**src/gem_csc_pkg.sv**
```systemverilog
////////////////////////////////////////
// GEM/CSC ME1/1 geometry: field widths, region limits
// and the pad/roll table formulas behind the LUT ROMs
////////////////////////////////////////
`default_nettype none

package gem_csc_pkg;

   localparam int XKY_BITS     = 10;  // eighth-strip key
   localparam int WIRE_BITS    = 7;   // wiregroup
   localparam int PAD_BITS     = 8;
   localparam int ROLL_BITS    = 3;
   localparam int SIZE_BITS    = 3;   // 0 means a single pad
   localparam int CLUSTER_BITS = 14;  // raw cluster word

   localparam int ME1B_XKY_MIN = 0;
   localparam int ME1B_XKY_MAX = 511;
   localparam int ME1A_XKY_MIN = 512;
   localparam int ME1A_XKY_MAX = 895;

   localparam int LAST_PAD  = 191;    // pads beyond this alias to it
   localparam int ME1A_ROLL = 7;      // eta above 2.1

   // me1b keys spread 192 pads over 512 eighth strips
   function automatic logic [XKY_BITS-1:0] me1b_xky_of(input int pad, input logic even);
      return even ? XKY_BITS'(pad * 8 / 3) : XKY_BITS'(ME1B_XKY_MAX - pad * 8 / 3);
   endfunction

   function automatic logic [XKY_BITS-1:0] me1a_xky_of(input int pad, input logic even);
      return even ? XKY_BITS'(ME1A_XKY_MIN + pad * 2) : XKY_BITS'(ME1A_XKY_MAX - pad * 2);
   endfunction

   // odd chambers are mirrored, so lo/hi come out swapped
   function automatic logic [WIRE_BITS-1:0] wg_lo_of(input int roll, input logic even);
      return even ? WIRE_BITS'(roll * 6) : WIRE_BITS'(47 - roll * 6);
   endfunction

   function automatic logic [WIRE_BITS-1:0] wg_hi_of(input int roll, input logic even);
      return even ? WIRE_BITS'(roll * 6 + 5) : WIRE_BITS'(47 - (roll * 6 + 5));
   endfunction

endpackage

`default_nettype wire

```
**src/gem_csc_cfg_pkg.sv**
```systemverilog
////////////////////////////////////////
// match configuration: opcodes, control states, defaults
////////////////////////////////////////
`default_nettype none

package gem_csc_cfg_pkg;

   typedef enum logic [1:0] {
      OP_SET_HS_WINDOW = 2'd0,  // data[4:0]
      OP_SET_WG_WINDOW = 2'd1,  // data[2:0]
      OP_SET_ENABLES   = 2'd2,  // data[0] match, [1] me1a, [2] me1b
      OP_SET_PARITY    = 2'd3   // data[0] even chamber
   } cfg_op_e;

   typedef enum logic {
      ST_RUN   = 1'b0,
      ST_FLUSH = 1'b1
   } ctrl_state_e;

   localparam int HS_WIN_BITS = 5;
   localparam int WG_WIN_BITS = 3;

   localparam logic [HS_WIN_BITS-1:0] HS_WINDOW_DEF    = '0;
   localparam logic [WG_WIN_BITS-1:0] WG_WINDOW_DEF    = '0;
   localparam logic [2:0]             ENABLES_DEF      = 3'b111;  // me1b, me1a, match
   localparam logic                   EVEN_CHAMBER_DEF = 1'b1;

   localparam int PIPE_DEPTH = 2;  // cycles of results in flight

endpackage

`default_nettype wire

```
**src/gem_csc_ifs.sv**
```systemverilog
////////////////////////////////////////
// cluster and match configuration interfaces
////////////////////////////////////////
`timescale 1ns/1ps
`default_nettype none

interface cluster_if;
   import gem_csc_pkg::*;

   logic [CLUSTER_BITS-1:0] cluster;
   logic                    vpf;     // cluster valid
   logic [ROLL_BITS-1:0]    roll;
   logic [PAD_BITS-1:0]     pad;
   logic [SIZE_BITS-1:0]    size;

   modport src (output cluster, vpf, roll, pad, size);
   modport dst (input  cluster, vpf, roll, pad, size);
endinterface

interface match_cfg_if;
   import gem_csc_cfg_pkg::*;

   logic [HS_WIN_BITS-1:0] hs_window;  // half strips
   logic [WG_WIN_BITS-1:0] wg_window;  // wiregroups
   logic match_en, me1a_en, me1b_en;
   logic even_chamber;
   logic flushing;                     // parity change in progress

   modport ctrl (output hs_window, wg_window, match_en, me1a_en, me1b_en, even_chamber, flushing);
   modport dp   (input  hs_window, wg_window, match_en, me1a_en, me1b_en, even_chamber, flushing);
endinterface

`default_nettype wire

```
**src/cluster_window_calc.sv**
```systemverilog
////////////////////////////////////////
// lo/hi ordering, window widening, clamping and midpoints
// region select, valid gating and the output register
////////////////////////////////////////
`timescale 1ns/1ps
`default_nettype none

module cluster_window_calc #(
   parameter int MAX_WIRE = 47  // last wiregroup of the chamber
) (
   input  wire logic                                 logic_clock,
   input  wire logic                                 rst_n,
   match_cfg_if.dp                                   cfg,
   cluster_if.dst                                    clu,
   input  wire logic [gem_csc_pkg::XKY_BITS-1:0]     me1a_lo,
   input  wire logic [gem_csc_pkg::XKY_BITS-1:0]     me1a_hi,
   input  wire logic [gem_csc_pkg::XKY_BITS-1:0]     me1b_lo,
   input  wire logic [gem_csc_pkg::XKY_BITS-1:0]     me1b_hi,
   input  wire logic [gem_csc_pkg::WIRE_BITS-1:0]    wg_lo,
   input  wire logic [gem_csc_pkg::WIRE_BITS-1:0]    wg_hi,
   output logic      [gem_csc_pkg::WIRE_BITS-1:0]    out_wire_lo,
   output logic      [gem_csc_pkg::WIRE_BITS-1:0]    out_wire_hi,
   output logic      [gem_csc_pkg::WIRE_BITS-1:0]    out_wire_mi,
   output logic      [gem_csc_pkg::XKY_BITS-1:0]     out_xky_lo,
   output logic      [gem_csc_pkg::XKY_BITS-1:0]     out_xky_hi,
   output logic      [gem_csc_pkg::XKY_BITS-1:0]     out_xky_mi,
   output logic                                      out_me1a,
   output logic      [gem_csc_pkg::CLUSTER_BITS-1:0] out_cluster,
   output logic                                      out_vpf,
   output logic      [gem_csc_pkg::ROLL_BITS-1:0]    out_roll,
   output logic      [gem_csc_pkg::PAD_BITS-1:0]     out_pad,
   output logic      [gem_csc_pkg::SIZE_BITS-1:0]    out_size
);
   import gem_csc_pkg::*;

   logic                 is_me1a, vld;
   logic [XKY_BITS-1:0]  xky_a, xky_b, xky_min, xky_max, lim_lo, lim_hi;
   logic [XKY_BITS-1:0]  xky_lo_w, xky_hi_w, xky_mi;
   logic [XKY_BITS:0]    delta_xky, xky_hi_sum;   // one spare bit for overflow
   logic [WIRE_BITS-1:0] wg_min, wg_max, wg_lo_w, wg_hi_w, wg_mi;
   logic [WIRE_BITS:0]   delta_wg, wg_hi_sum;

   // rounds up when either end is odd
   function automatic logic [XKY_BITS-1:0] midpoint(input logic [XKY_BITS-1:0] a,
                                                    input logic [XKY_BITS-1:0] b);
      return (a >> 1) + (b >> 1) + XKY_BITS'(a[0] | b[0]);
   endfunction

   assign is_me1a = (clu.roll == ROLL_BITS'(ME1A_ROLL)) && cfg.me1a_en;  // else me1b

   assign xky_a   = is_me1a ? me1a_lo : me1b_lo;
   assign xky_b   = is_me1a ? me1a_hi : me1b_hi;
   assign xky_min = (xky_a < xky_b) ? xky_a : xky_b;  // odd tables arrive swapped
   assign xky_max = (xky_a < xky_b) ? xky_b : xky_a;
   assign lim_lo  = is_me1a ? XKY_BITS'(ME1A_XKY_MIN) : XKY_BITS'(ME1B_XKY_MIN);
   assign lim_hi  = is_me1a ? XKY_BITS'(ME1A_XKY_MAX) : XKY_BITS'(ME1B_XKY_MAX);

   // half strip window in eighth strips
   assign delta_xky  = (XKY_BITS + 1)'({cfg.hs_window, 2'b00});
   assign xky_lo_w   = ({1'b0, xky_min} >= {1'b0, lim_lo} + delta_xky) ?
                       XKY_BITS'({1'b0, xky_min} - delta_xky) : lim_lo;
   assign xky_hi_sum = {1'b0, xky_max} + delta_xky;
   assign xky_hi_w   = (xky_hi_sum > {1'b0, lim_hi}) ? lim_hi : xky_hi_sum[XKY_BITS-1:0];
   assign xky_mi     = midpoint(xky_min, xky_max);  // before widening

   assign wg_min    = (wg_lo < wg_hi) ? wg_lo : wg_hi;
   assign wg_max    = (wg_lo < wg_hi) ? wg_hi : wg_lo;
   assign delta_wg  = (WIRE_BITS + 1)'(cfg.wg_window);
   assign wg_lo_w   = ({1'b0, wg_min} > delta_wg) ? WIRE_BITS'({1'b0, wg_min} - delta_wg) : '0;
   assign wg_hi_sum = {1'b0, wg_max} + delta_wg;
   assign wg_hi_w   = (wg_hi_sum > (WIRE_BITS + 1)'(MAX_WIRE)) ?
                      WIRE_BITS'(MAX_WIRE) : wg_hi_sum[WIRE_BITS-1:0];
   assign wg_mi     = WIRE_BITS'(midpoint(XKY_BITS'(wg_min), XKY_BITS'(wg_max)));

   assign vld = clu.vpf && cfg.match_en && (cfg.me1b_en || is_me1a) && !cfg.flushing;

   always_ff @(posedge logic_clock or negedge rst_n) begin
      if (!rst_n) out_vpf <= 1'b0;
      else        out_vpf <= vld;
   end

   // payload, only qualified by out_vpf
   always_ff @(posedge logic_clock) begin
      out_wire_lo <= wg_lo_w;
      out_wire_hi <= wg_hi_w;
      out_wire_mi <= wg_mi;
      out_xky_lo  <= xky_lo_w;
      out_xky_hi  <= xky_hi_w;
      out_xky_mi  <= xky_mi;
      out_me1a    <= is_me1a;
      out_cluster <= clu.cluster;
      out_roll    <= clu.roll;
      out_pad     <= clu.pad;
      out_size    <= clu.size;
   end

endmodule

`default_nettype wire

```
**src/flat_wrapper.sv**
```systemverilog
// flat-port wrapper written by rule: the top's interface ports become plain ports
module cluster_window_calc_flat import gem_csc_pkg::*;
#(
   parameter int MAX_WIRE = 47                                  
)
  (logic_clock, rst_n, me1a_lo, me1a_hi, me1b_lo, me1b_hi, wg_lo, wg_hi, out_wire_lo, out_wire_hi, out_wire_mi, out_xky_lo, out_xky_hi, out_xky_mi, out_me1a, out_cluster, out_vpf, out_roll, out_pad, out_size, cfg_hs_window, cfg_wg_window, cfg_match_en, cfg_me1a_en, cfg_me1b_en, cfg_even_chamber, cfg_flushing, clu_cluster, clu_vpf, clu_roll, clu_pad, clu_size);
  match_cfg_if cfg_i ();
  cluster_if clu_i ();
  input  wire logic logic_clock;
  input  wire logic rst_n;
  input  wire logic [gem_csc_pkg::XKY_BITS-1:0] me1a_lo;
  input  wire logic [gem_csc_pkg::XKY_BITS-1:0] me1a_hi;
  input  wire logic [gem_csc_pkg::XKY_BITS-1:0] me1b_lo;
  input  wire logic [gem_csc_pkg::XKY_BITS-1:0] me1b_hi;
  input  wire logic [gem_csc_pkg::WIRE_BITS-1:0] wg_lo;
  input  wire logic [gem_csc_pkg::WIRE_BITS-1:0] wg_hi;
  output logic      [gem_csc_pkg::WIRE_BITS-1:0] out_wire_lo;
  output logic      [gem_csc_pkg::WIRE_BITS-1:0] out_wire_hi;
  output logic      [gem_csc_pkg::WIRE_BITS-1:0] out_wire_mi;
  output logic      [gem_csc_pkg::XKY_BITS-1:0] out_xky_lo;
  output logic      [gem_csc_pkg::XKY_BITS-1:0] out_xky_hi;
  output logic      [gem_csc_pkg::XKY_BITS-1:0] out_xky_mi;
  output logic out_me1a;
  output logic      [gem_csc_pkg::CLUSTER_BITS-1:0] out_cluster;
  output logic out_vpf;
  output logic      [gem_csc_pkg::ROLL_BITS-1:0] out_roll;
  output logic      [gem_csc_pkg::PAD_BITS-1:0] out_pad;
  output logic      [gem_csc_pkg::SIZE_BITS-1:0] out_size;
  input wire logic [$bits(cfg_i.hs_window)-1:0] cfg_hs_window;
  input wire logic [$bits(cfg_i.wg_window)-1:0] cfg_wg_window;
  input wire logic [$bits(cfg_i.match_en)-1:0] cfg_match_en;
  input wire logic [$bits(cfg_i.me1a_en)-1:0] cfg_me1a_en;
  input wire logic [$bits(cfg_i.me1b_en)-1:0] cfg_me1b_en;
  input wire logic [$bits(cfg_i.even_chamber)-1:0] cfg_even_chamber;
  input wire logic [$bits(cfg_i.flushing)-1:0] cfg_flushing;
  input wire logic [$bits(clu_i.cluster)-1:0] clu_cluster;
  input wire logic [$bits(clu_i.vpf)-1:0] clu_vpf;
  input wire logic [$bits(clu_i.roll)-1:0] clu_roll;
  input wire logic [$bits(clu_i.pad)-1:0] clu_pad;
  input wire logic [$bits(clu_i.size)-1:0] clu_size;
  assign cfg_i.hs_window = cfg_hs_window;
  assign cfg_i.wg_window = cfg_wg_window;
  assign cfg_i.match_en = cfg_match_en;
  assign cfg_i.me1a_en = cfg_me1a_en;
  assign cfg_i.me1b_en = cfg_me1b_en;
  assign cfg_i.even_chamber = cfg_even_chamber;
  assign cfg_i.flushing = cfg_flushing;
  assign clu_i.cluster = clu_cluster;
  assign clu_i.vpf = clu_vpf;
  assign clu_i.roll = clu_roll;
  assign clu_i.pad = clu_pad;
  assign clu_i.size = clu_size;
  cluster_window_calc #(.MAX_WIRE(MAX_WIRE)) u_core (.logic_clock(logic_clock), .rst_n(rst_n), .cfg(cfg_i), .clu(clu_i), .me1a_lo(me1a_lo), .me1a_hi(me1a_hi), .me1b_lo(me1b_lo), .me1b_hi(me1b_hi), .wg_lo(wg_lo), .wg_hi(wg_hi), .out_wire_lo(out_wire_lo), .out_wire_hi(out_wire_hi), .out_wire_mi(out_wire_mi), .out_xky_lo(out_xky_lo), .out_xky_hi(out_xky_hi), .out_xky_mi(out_xky_mi), .out_me1a(out_me1a), .out_cluster(out_cluster), .out_vpf(out_vpf), .out_roll(out_roll), .out_pad(out_pad), .out_size(out_size));
endmodule
```
**config.mk**
```make
export PLATFORM = sky130hd
export DESIGN_NAME = cluster_window_calc_flat
export DESIGN_NICKNAME = d
export VERILOG_FILES = /design/src/gem_csc_pkg.sv /design/src/gem_csc_cfg_pkg.sv /design/src/gem_csc_ifs.sv /design/src/cluster_window_calc.sv /design/src/flat_wrapper.sv
export SDC_FILE = /design/constraint.sdc
export NUM_CORES = 1
export LEC_CHECK = 0
export BUFFER_PORTS_ARGS = -buffer_cell sky130_fd_sc_hd__buf_2
export CAP_MARGIN = 20
export CORE_UTILIZATION = 53
export CTS_CLUSTER_DIAMETER = 100
export DETAILED_ROUTE_END_ITERATION = 7
export PLACE_DENSITY = 0.88
export RECOVER_POWER = 50
export SLEW_MARGIN = 10
export SYNTH_ARGS = -nofsm -noshare
export SYNTH_HDL_FRONTEND = slang
export SYNTH_SLANG_ARGS = --single-unit
```
**constraint.sdc**
```tcl
create_clock -name logic_clock -period 0.95 [get_ports logic_clock]
set_clock_uncertainty 0.15 [all_clocks]
set_input_delay 0.19 -clock logic_clock [delete_from_list [all_inputs] [get_ports logic_clock]]
set_output_delay 0.19 -clock logic_clock [all_outputs]
set_load 0.02 [all_outputs]
```
==> flow_summary_export.csv, run 1 <==
group,metric,value,unit
place,globalplace.congestion,0.968,
cts,numCtsBuffers,9,
cts,cts_repair_resize_count,319,
place,placed_area,0.00693,sq mm
floorplan,die_w,95.9,microns
cts,clock_path_buffers,2,
cts,clkSinkCount,81,
cts,cts_hold_buf,34,
floorplan,io_pins,179,
place,dp_slack,-4.42,ns
floorplan,initial_core_util,0.557,
synth,syn_area,0.00467,sq mm
synth,ys_types,58,
outcome,lastStage,"clock tree synthesis",
synth,synth_edf_count,0,
synth,seq_area_frac_synth,0.348,
place,port_buffers,177,
floorplan,die_y,95.9,microns
cts,cts_setup_buffers,31,
synth,syn_avg_cell_area,9.45,sq um
synth,yosysWarnings,0,
floorplan,std_cell_rows,33,
cts,cts-root-buf,"clkbuf_8",
synth,synth_seq_cells,81,
synth,ys.flop_type,"dfxtp_1",
synth,syn_inst,494,
synth,synth_nets,647,
cts,htreeDepth,3,
place,dp.cells,889,
outcome,outcome,"did not finish",
synth,postSynth.asyncResetShare,0.0123,
place,dp_hpwl,13100,microns
outcome,error_line,"[ERROR DPL-0038] Utilization greater than 100%, impossible to legalize",
-- cell families after synthesis --
logic type | Yosys count | synth area share
AO/OA/AOI/OAI | 84 | 0.126
other | 1 | 0.000803
XOR/XNOR | 29 | 0.0544
buffers and inverters | 61 | 0.0541
adder cells (fa/ha/maj) | 55 | 0.160
multiplexers | 51 | 0.115
flip-flops | 81 | 0.348
AND/OR/NAND/NOR | 132 | 0.141
-- synth_stat cells (all sizes together), types with 3 or more instances --
| cell type | number | area (sq um) |
|---|---|---|
| nor3 | 12 | 60.1 |
| o21a | 4 | 30.0 |
| nor2b | 9 | 56.3 |
| and4 | 3 | 28.8 |
| o21bai | 5 | 37.5 |
| nor2 | 38 | 143 |
| a211oi | 6 | 45.0 |
| xnor2 | 22 | 193 |
| mux2 | 14 | 165 |
| mux2i | 37 | 370 |
| o21ai | 16 | 83.8 |
| o31ai | 3 | 22.5 |
| dfxtp | 80 | 1600 |
| fa | 8 | 160 |
| nand3 | 3 | 25.0 |
| inv | 50 | 193 |
| nand2 | 40 | 153 |
| buf | 7 | 45.0 |
| clkbuf | 4 | 15.0 |
| nor4 | 3 | 31.3 |
| xor2 | 7 | 61.3 |
| a21o | 9 | 75.1 |
| ha | 47 | 588 |
| nand2b | 13 | 81.3 |
| a21oi | 24 | 120 |
-- metrics by stage --
stage	hold WS, ns	util
floorplan	-0.256	-
global placement	-0.185	0.827
detailed placement	-0.183	0.827
==> run 2, diff against run 1 <==
--- a/config.mk
+++ b/config.mk
@@ -7,10 +7,9 @@
 export LEC_CHECK = 0
 export BUFFER_PORTS_ARGS = -buffer_cell sky130_fd_sc_hd__buf_2
 export CAP_MARGIN = 20
-export CORE_UTILIZATION = 53
-export CTS_CLUSTER_DIAMETER = 100
+export CORE_UTILIZATION = 40
 export DETAILED_ROUTE_END_ITERATION = 7
-export PLACE_DENSITY = 0.88
+export PLACE_DENSITY_LB_ADDON = 0.15
 export RECOVER_POWER = 50
 export SLEW_MARGIN = 10
 export SYNTH_ARGS = -nofsm -noshare
==> run 2 against run 1 <==
  * The flow now finishes, with violations (negative hold slack, negative setup slack)
  * Area after synthesis unchanged
  * Synthesized cell count is the same
==> flow_summary_export.csv, run 2 <==
group,metric,value,unit
outcome,outcome,"complete, but fails checks",
outcome,violations,"negative hold slack, negative setup slack",
cts,cts_hold_buf,33,
worst_setup_path,endpoint_kind,"flip-flop",
worst_setup_path,crit_arrival,4.76,ns
power,ir_drop,1400,uV
drt,drcViolationCount,0,
timing,whs,-0.193,ns
synth,syn_area,0.00467,sq mm
timing,setup_viol,132,
floorplan,die_y,110,microns
floorplan,die_w,110,microns
timing,maxClockFrequency,214,MHz
synth,yosysWarnings,0,
synth,ys_types,58,
place,dp_slack,-4.23,ns
cts,clkSinkCount,81,
final_layout,postLayoutCoreUtil,0.808,
place,port_buffers,177,
cts,numCtsBuffers,9,
floorplan,initial_core_util,0.409,
timing,setup_ws,-3.73,ns
timing,final_max_slew_viol_count,0,
synth,netlist_top_cells_count,"80 x dfxtp_1, 49 x inv_1, 47 x ha_1",
cts,clkTransAtPathRegs,0.07,ns
synth,synth_area_leaders,"dfxtp_1 34%, ha_1 13%, mux2i_1 7.9%",
worst_setup_path,cpPeakStageDelay,0.52,ns
worst_setup_path,slowest_stage,"or4b_4",
cts,clock_path_buffers,2,
power,power.total,15.9,mW
final_layout,layout_commonest_cell,"buf_4",
cts,cts_tree,"done",
worst_setup_path,crit_fanout,5,
global_route,overflow,0,
synth,ys.flop_type,"dfxtp_1",
worst_setup_path,start_kind,"input pin",
worst_setup_path,path_cells,"buf_6 > and4_4 > buf_12 > buf_12 > mux2i_4 > inv_2 > ha_4 > nor4_4 > nand2_2 > a31oi_4 > a211oi_4 > buf_12 > mux2i_2 > ha_2 > inv_2 > fa_2 > nor2b_2 > o31a_1 > o2111ai_1 > or4b_4 > a2111oi_4 > a21o_4 > mux2_1",
final_layout,largest_register_ffs,14,
final_layout,syn_to_final_growth,97.5,%
global_route,grt_pass1_wl,25400,microns
floorplan,core-area,0.0114,sq mm
worst_setup_path,crit_top_cell,"buf_12",
cts,cts-root-buf,"clkbuf_16",
drt,dr.first_iter.drc_count,237,
synth,synth_nets,647,
worst_setup_path,cp_num_buf_inv,6,
global_route,grtUsageTotal,0.282,
drt,ant_nets,0,
synth,synth_edf_count,0,
worst_setup_path,crit_family,"compound AO/OA/AOI/OAI gates",
worst_hold_path,hold_class,"in -> reg",
power,p_leak,4.34,nW
global_route,antenna_found_initial,1,
global_route,grt_pass1_vias,5170,
synth,seq_area_frac_synth,0.348,
synth,synth_top_area_frac,0.343,
synth,syn_inst,494,
synth,yosysMostFrequentCell,"dfxtp_1",
timing,hold_viol,1,
place,globalplace.congestion,0.864,
synth,yosys.area.top_type,"dfxtp_1",
power,p_per_area,1720,mW/mm^2
floorplan,die-area,0.0121,sq mm
drt,drt_wl_total,17800,microns
final_layout,nets,1034,
synth,syn_avg_cell_area,9.45,sq um
drt,vias_per_cell,4.91,
final_layout,mostFrequentLayoutCells,"155 x buf_4, 98 x buf_6, 91 x buf_2, 79 x dfxtp_2, 34 x inv_1",
timing,min_period,4.68,ns
cts,htreeDepth,3,
floorplan,std_cell_rows,39,
place,dp_hpwl,11200,microns
timing,period_share,4.92,
drt,routedWlPerCell,17.3,microns
timing,rsz0062_at_grt,"yes",
flow_run,max-cap-violations,0,
drt,vias,5062,
drt,first_pass_iters,4,
synth,synth_seq_cells,81,
worst_setup_path,worstPathRequired,1.03,ns
timing,tns,-150.97,ns
floorplan,io_pins,179,
global_route,grt_max_degree,19,
synth,postSynth.asyncResetShare,0.0123,
worst_setup_path,critPathKind,"in -> reg",
final_layout,largest-register,"u_core.out_cluster",
final_layout,layout-drive-gt1-share,0.676,
-- run 2: final timing paths --
check	cells after the start	slack, ns	endpoint	start
max in group asynchronous	3	0.45	u_core.out_vpf	rst_n
hold / removal	1	-0.19	u_core.out_roll[0]	clu_roll[0]
setup / recovery	23	-3.73	u_core.out_xky_hi[7]	cfg_me1a_en
min in group asynchronous	3	0.12	u_core.out_vpf	rst_n
-- run 2: area by class of cell --
type                       instances  area, sq um
clock buffer                       9          225
sequential                        81         1730
multi-input combinational        353         3550
inverter                          50          216
timing repair buffer             386         3250
tap                              143          179
antenna                            1         2.50
clock inverter                     7         76.3
fill                             672         2200
-- run 2: cell families after synthesis --
kind of cell / after synthesis / synth area share
AO/OA/AOI/OAI: 84 / 0.126
XOR/XNOR: 29 / 0.0544
adder cells (fa/ha/maj): 55 / 0.160
buffers and inverters: 61 / 0.0541
flip-flops: 81 / 0.348
multiplexers: 51 / 0.115
other: 1 / 0.000803
AND/OR/NAND/NOR: 132 / 0.141
-- run 2: per-layer routing --
metal	global-route usage	routed length [microns]
met1	0.327	7200
met2	0.506	8970
met4	0.116	532
met5	0	0
met3	0.0535	1140
-- run 2: what timing repair did --
action / 4_1_cts / 5_1_grt
cloned: 2 / 0
pin swaps: 65 / 39
resized for setup: 343 / 30
setup buffers: 47 / 7
setup endpoints to repair: 132 / 133
hold endpoints to repair: 30 / 1
-- run 2: metrics by stage --
stage / area [sq um] / std cells
final: 9220 / 1030
after global routing: 9220 / 1029
after CTS: 9040 / 1023
after detailed placement: 7010 / 935
after global placement: 7010 / 935
after floorplan: 5070 / 494
-- run 2: power by group --
group	internal, mW	switching [mW]
logic	4.24	3.53
clock network	1.88	1.73
registers	4.16	0.341
total	10.3	5.60
Power figures use the tool's default switching activity.
==> run 3, diff against run 2 <==
--- a/config.mk
+++ b/config.mk
@@ -5,12 +5,14 @@
 export SDC_FILE = /design/constraint.sdc
 export NUM_CORES = 1
 export LEC_CHECK = 0
+export ABC_AREA = 1
 export BUFFER_PORTS_ARGS = -buffer_cell sky130_fd_sc_hd__buf_2
 export CAP_MARGIN = 20
 export CORE_UTILIZATION = 40
 export DETAILED_ROUTE_END_ITERATION = 7
 export PLACE_DENSITY_LB_ADDON = 0.15
 export RECOVER_POWER = 50
+export SKIP_LAST_GASP = 1
 export SLEW_MARGIN = 10
 export SYNTH_ARGS = -nofsm -noshare
 export SYNTH_HDL_FRONTEND = slang
==> run 3 against run 2 <==
  * The run still ends with negative hold slack, negative setup slack left
  * Largest cell class is now buffers
  * Synthesized cell count rose by 16%
  * Largest power group unchanged
  * Clock power is 16% lower
  * Non-clock buffer count is 12 higher
  * Count of clock-buffer cells in the layout unchanged
  * Sequential cell count did not move
  * Highest routed layer unchanged
  * Worst setup slack improved by 0.56 ns
  * Maximum frequency rose by 13%
==> flow_summary_export.csv, run 3 <==
group,metric,value,unit
floorplan,die_y,108,microns
timing,worstMarginPinSlew,0.653,ns
cts,clkTransAtPathRegs,0.10,ns
flow_run,max-cap-violations,0,
synth,synth_nets,726,
power,ir_drop,1220,uV
synth,yosysMostFrequentCell,"nand2_1",
timing,slew_headroom,0.563,
timing,min_period,4.12,ns
global_route,antenna_found_initial,0,
synth,synth_top_area_frac,0.356,
cts,clock_path_buffers,2,
place,globalplace.congestion,0.841,
synth,syn_inst,573,
outcome,violations,"negative hold slack, negative setup slack",
timing,rsz0062_at_grt,"yes",
synth,synth_area_leaders,"dfxtp_1 36%, ha_1 13%, nand2_1 10%",
global_route,grtUsageTotal,0.266,
worst_setup_path,cpPeakStageDelay,0.31,ns
synth,syn_avg_cell_area,7.85,sq um
worst_setup_path,endpoint_kind,"flip-flop",
final_layout,nets,1126,
cts,clkSinkCount,81,
drt,ant_nets,0,
drt,vias_per_cell,4.83,
timing,tns,-132.68,ns
cts,htreeDepth,3,
timing,setup_ws,-3.17,ns
synth,ys.flop_type,"dfxtp_1",
floorplan,core-area,0.0109,sq mm
place,port_buffers,177,
cts,cts-root-buf,"clkbuf_8",
global_route,grt_pass1_vias,5341,
drt,dr.first_iter.drc_count,218,
synth,seq_area_frac_synth,0.362,
worst_hold_path,hold_class,"in -> reg",
synth,syn_area,0.00450,sq mm
final_layout,mostFrequentLayoutCells,"168 x buf_4, 105 x buf_6, 96 x nand2_1, 82 x buf_2, 79 x dfxtp_2",
timing,whs,-0.195,ns
drt,first_pass_iters,4,
floorplan,die_w,108,microns
final_layout,layout_commonest_cell,"buf_4",
power,power.total,16.0,mW
cts,cts_tree,"done",
timing,setup_viol,133,
synth,yosys.area.top_type,"dfxtp_1",
worst_setup_path,crit_top_cell,"nand2_2",
cts,cts_hold_buf,33,
final_layout,largest-register,"u_core.out_cluster",
drt,drcViolationCount,0,
worst_setup_path,crit_fanout,8,
final_layout,syn_to_final_growth,103,%
timing,maxClockFrequency,243,MHz
synth,synth_seq_cells,81,
final_layout,largest_register_ffs,14,
floorplan,initial_core_util,0.413,
global_route,grt_max_degree,17,
worst_setup_path,worstPathRequired,1.06,ns
worst_setup_path,crit_arrival,4.23,ns
timing,final_max_slew_viol_count,0,
final_layout,layout-drive-gt1-share,0.646,
synth,netlist_top_cells_count,"124 x nand2_1, 89 x inv_1, 80 x dfxtp_1",
worst_setup_path,start_kind,"input pin",
floorplan,std_cell_rows,38,
drt,drt_wl_total,17400,microns
floorplan,die-area,0.0117,sq mm
worst_setup_path,critPathKind,"in -> reg",
synth,synth_edf_count,0,
global_route,overflow,0,
floorplan,io_pins,179,
power,p_leak,4.52,nW
final_layout,num_antenna_cells,0,
place,placed_area,0.00676,sq mm
place,dp_hpwl,9790,microns
outcome,outcome,"complete, but fails checks",
synth,yosysWarnings,0,
timing,hold_viol,1,
global_route,grt_pass1_wl,24000,microns
drt,vias,5396,
cts,numCtsBuffers,9,
power,p_per_area,1750,mW/mm^2
timing,period_share,4.34,
synth,ys_types,41,
worst_setup_path,slowest_stage,"ha_1",
final_layout,stdcell_area,0.00913,sq mm
synth,postSynth.asyncResetShare,0.0123,
drt,routedWlPerCell,15.6,microns
-- run 3: cell count changes in the layout (fill, tap and decap cells not counted), moves of 14 or more --
cell / before / now
nand2_1: 32 / 96
inv_1: 34 / 71
mux2i_1: 23 / 0
nand2_2: 6 / 24
nand3_1: 1 / 15
o21ai_1: 5 / 19
-- run 3: final cells by class --
type                            count  area, sq um
Timing Repair Buffer              398         3370
Multi-Input combinational cell    389         3240
Fill cell                         600         1750
Sequential cell                    81         1730
Inverter                           94          388
Tap cell                          140          175
Clock buffer                        9          124
Clock inverter                      7          109
-- run 3: per-stage QoR --
stage | std cells | setup WS (ns) | utilization
3_5_place_dp | 1014 | -3.61 | 0.621
5_1_grt | 1118 | -3.40 | 0.839
6_report | 1118 | -3.17 | 0.839
3_3_place_gp | 1014 | -3.36 | 0.621
4_1_cts | 1109 | -3.02 | 0.800
2_1_floorplan | 573 | -3.32 | -
-- run 3: critical path, delay by kind of cell --
kind / cells / cell delay (ns)
xor gates and xnor gates: 1 / 0.17
buffers and inverters: 5 / 0.66
AOI/OAI and AO/OA: 4 / 0.44
adders and majority gates: 3 / 0.79
and+or+nand+nor: 17 / 1.95
-- run 3: worst paths after layout --
kind / depth (start not counted) / to / start / slack [ns]
worst max-delay path: 30 / u_core.out_xky_hi[0] / clu_roll[2] / -3.17
min in group asynchronous: 2 / u_core.out_vpf / rst_n / 0.02
max in group asynchronous: 2 / u_core.out_vpf / rst_n / 0.54
worst min-delay path: 1 / u_core.out_roll[2] / clu_roll[2] / -0.19
-- run 3: what timing repair did --
| action | CTS | global route |
|---|---|---|
| cloned | 3 | 1 |
| hold endpoints to repair | 30 | 1 |
| gates resized for setup | 349 | 81 |
| pin swaps | 63 | 51 |
| endpoints found under the setup margin | 131 | 134 |
| buffers inserted | 46 | 11 |
-- run 3: kinds of logic (layout without fill, tap and decap cells) --
kind of cell / count (synthesis) / after routing / synth area share
flip-flops: 81 / 81 / 0.362
AND/OR/NAND/NOR: 211 / 212 / 0.213
adder cells (fa/ha/maj): 55 / 55 / 0.166
other: 1 / 1 / 0.000834
multiplexers: 1 / 1 / 0.00223
XOR/XNOR: 22 / 22 / 0.0428
AO/OA/AOI/OAI: 98 / 98 / 0.121
buffers and inverters: 104 / 508 / 0.0918
-- run 3: power by group --
part | switching (mW) | internal [mW]
Sequential | 0.345 | 4.26
Combinational | 4.08 | 4.26
Clock | 1.51 | 1.54
-- run 3: per-layer routing --
metal,track usage,vias up,part of all wire
li1,-,2618,-
met5,0,-,0
met1,0.260,2521,0.36
met4,0.0988,0,0.036
met3,0.0470,54,0.046
met2,0.542,203,0.56
==> run 4, diff against run 3 <==
--- a/config.mk
+++ b/config.mk
@@ -12,6 +12,7 @@
 export DETAILED_ROUTE_END_ITERATION = 7
 export PLACE_DENSITY_LB_ADDON = 0.15
 export RECOVER_POWER = 50
+export SETUP_SLACK_MARGIN = 0.02
 export SKIP_LAST_GASP = 1
 export SLEW_MARGIN = 10
 export SYNTH_ARGS = -nofsm -noshare
==> run 4 against run 3 <==
  * Sequential power is essentially flat
  * Count of clock-buffer cells in the layout is the same
  * Design area is essentially flat
  * Largest cell class unchanged
  * Routed wire length down 0.44%
  * Total power fell by 0.28%
  * Clock power hardly changed
  * The run still ends with negative hold slack, negative setup slack left
  * Sequential share of layout area is essentially flat
  * Maximum frequency rose by 0.30%
  * Die area unchanged
  * Final cell count is essentially flat
  * Critical path type unchanged
  * Combinational power about the same
==> flow_summary_export.csv, run 4 (synthesis results as in run 3) <==
group,metric,value,unit
outcome,outcome,"complete, but fails checks",
outcome,violations,"negative hold slack, negative setup slack",
power,power_frac_seq,0.289,
timing,whs,-0.198,ns
place,globalplace.congestion,0.841,
timing,setup_ws,-3.16,ns
final_layout,multi_input_area,0.00324,sq mm
cts,clkTransAtPathRegs,0.10,ns
worst_setup_path,start_kind,"input pin",
drt,vias_per_cell,4.82,
timing,final_max_slew_viol_count,0,
timing,min_period,4.11,ns
worst_setup_path,slowest_stage,"ha_1",
final_layout,layout_commonest_cell,"buf_4",
power,ir_drop,1260,uV
place,placed_area,0.00676,sq mm
place,dp_hpwl,9790,microns
timing,setup_viol,133,
drt,dr.first_iter.drc_count,229,
global_route,overflow,0,
cts,clock_path_buffers,2,
final_layout,largest-register,"u_core.out_cluster",
floorplan,die_w,108,microns
worst_setup_path,cpPeakStageDelay,0.31,ns
cts,cts-root-buf,"clkbuf_8",
power,p_comb_frac,0.521,
final_layout,nets,1127,
final_layout,fillCellCount,598,
power,p_leak,4.52,nW
power,pwr-share-clk,0.190,
worst_setup_path,crit_fanout,8,
power,internal-power,10.1,mW
cts,htreeDepth,3,
global_route,grt_max_degree,17,
cts,numCtsBuffers,9,
global_route,grtUsageTotal,0.265,
power,p_per_area,1740,mW/mm^2
floorplan,std_cell_rows,38,
cts,cts_hold_buf,32,
cts,clkSinkCount,81,
final_layout,regArea,0.00173,sq mm
drt,drt_wl_total,17300,microns
worst_setup_path,worstPathRequired,1.06,ns
drt,drcViolationCount,0,
floorplan,initial_core_util,0.413,
drt,first_pass_iters,4,
floorplan,io_pins,179,
drt,vias,5395,
power,power_switching_share,0.369,
final_layout,largest_register_ffs,14,
final_layout,mostFrequentLayoutCells,"169 x buf_4, 107 x buf_6, 96 x nand2_1, 82 x buf_2, 79 x dfxtp_2",
timing,tns,-132.02,ns
global_route,grt_pass1_wl,23900,microns
timing,rsz0062_at_grt,"yes",
timing,maxClockFrequency,243,MHz
global_route,antenna_found_initial,0,
power,power_switching,5.89,mW
worst_setup_path,crit_top_cell,"nand2_2",
worst_setup_path,crit_arrival,4.22,ns
drt,routedWlPerCell,15.5,microns
final_layout,num_antenna_cells,0,
place,port_buffers,177,
worst_setup_path,critPathKind,"in -> reg",
worst_setup_path,endpoint_kind,"flip-flop",
cts,cts_tree,"done",
global_route,grt_pass1_vias,5319,
worst_hold_path,hold_class,"in -> reg",
power,power.total,15.9,mW
drt,ant_nets,0,
final_layout,syn_to_final_growth,103,%
timing,period_share,4.33,
timing,slew_headroom,0.574,
floorplan,die-area,0.0117,sq mm
final_layout,layout-drive-gt1-share,0.648,
floorplan,die_y,108,microns
flow_run,max-cap-violations,0,
timing,worstMarginPinSlew,0.636,ns
timing,hold_viol,2,
final_layout,stdcell_area,0.00914,sq mm
floorplan,core-area,0.0109,sq mm
run 4: critical path: cells and delay by family:
family	cells	cell delay (ns)
simple gates	17	1.95
fa+ha+maj	3	0.79
buf+inv	5	0.66
compound gates	4	0.44
xor+xnor	1	0.17
run 4: timing repair:
action,4_1_cts,5_1_grt
pin swaps,63,51
hold endpoints to repair,30,2
gates resized for setup,349,81
cloned,3,1
setup endpoints to repair,131,134
buffers inserted,46,13
run 4: path summary, 6_finish.rpt:
check / slack, ns / startpoint / to / cells after the start
worst max-delay path: -3.16 / clu_roll[2] / u_core.out_xky_hi[0] / 30
worst min-delay path: -0.20 / clu_roll[2] / u_core.out_roll[2] / 1
max in group asynchronous: 0.54 / rst_n / u_core.out_vpf / 2
min in group asynchronous: 0.01 / rst_n / u_core.out_vpf / 2
run 4: metal layers:
metal / vias to the layer above / track usage / wire length, microns
li1: 2620 / - / -
met1: 2514 / 0.258 / 6190
met2: 209 / 0.539 / 9820
met3: 52 / 0.0506 / 810
met4: 0 / 0.101 / 521
met5: - / 0 / 0
run 4: power groups by stage:
stage,Sequential [mW],Clock [mW],Combinational (mW)
3_5_place_dp,4.34,0,5.86
6_report,4.60,3.03,8.31
5_1_grt,4.66,3.24,8.88
2_1_floorplan,5.29,0,2.46
3_3_place_gp,4.32,0,5.76
4_1_cts,4.58,3.04,7.55
run 4: final cells by class:
| type | count | share of cell area |
|---|---|---|
| Sequential cell | 81 | 0.189 |
| Tap cell | 140 | 0.0192 |
| Inverter | 94 | 0.0424 |
| Multi-Input combinational cell | 389 | 0.355 |
| Clock inverter | 7 | 0.0119 |
| Timing Repair Buffer | 399 | 0.369 |
| Clock buffer | 9 | 0.0136 |
run 4: stage by stage:
stage           util  setup WS [ns]  std cells
6_report       0.839          -3.16       1119
3_3_place_gp   0.621          -3.36       1014
3_5_place_dp   0.621          -3.61       1014
5_1_grt        0.839          -3.38       1119
4_1_cts        0.799          -3.02       1108
2_1_floorplan      -          -3.32        573
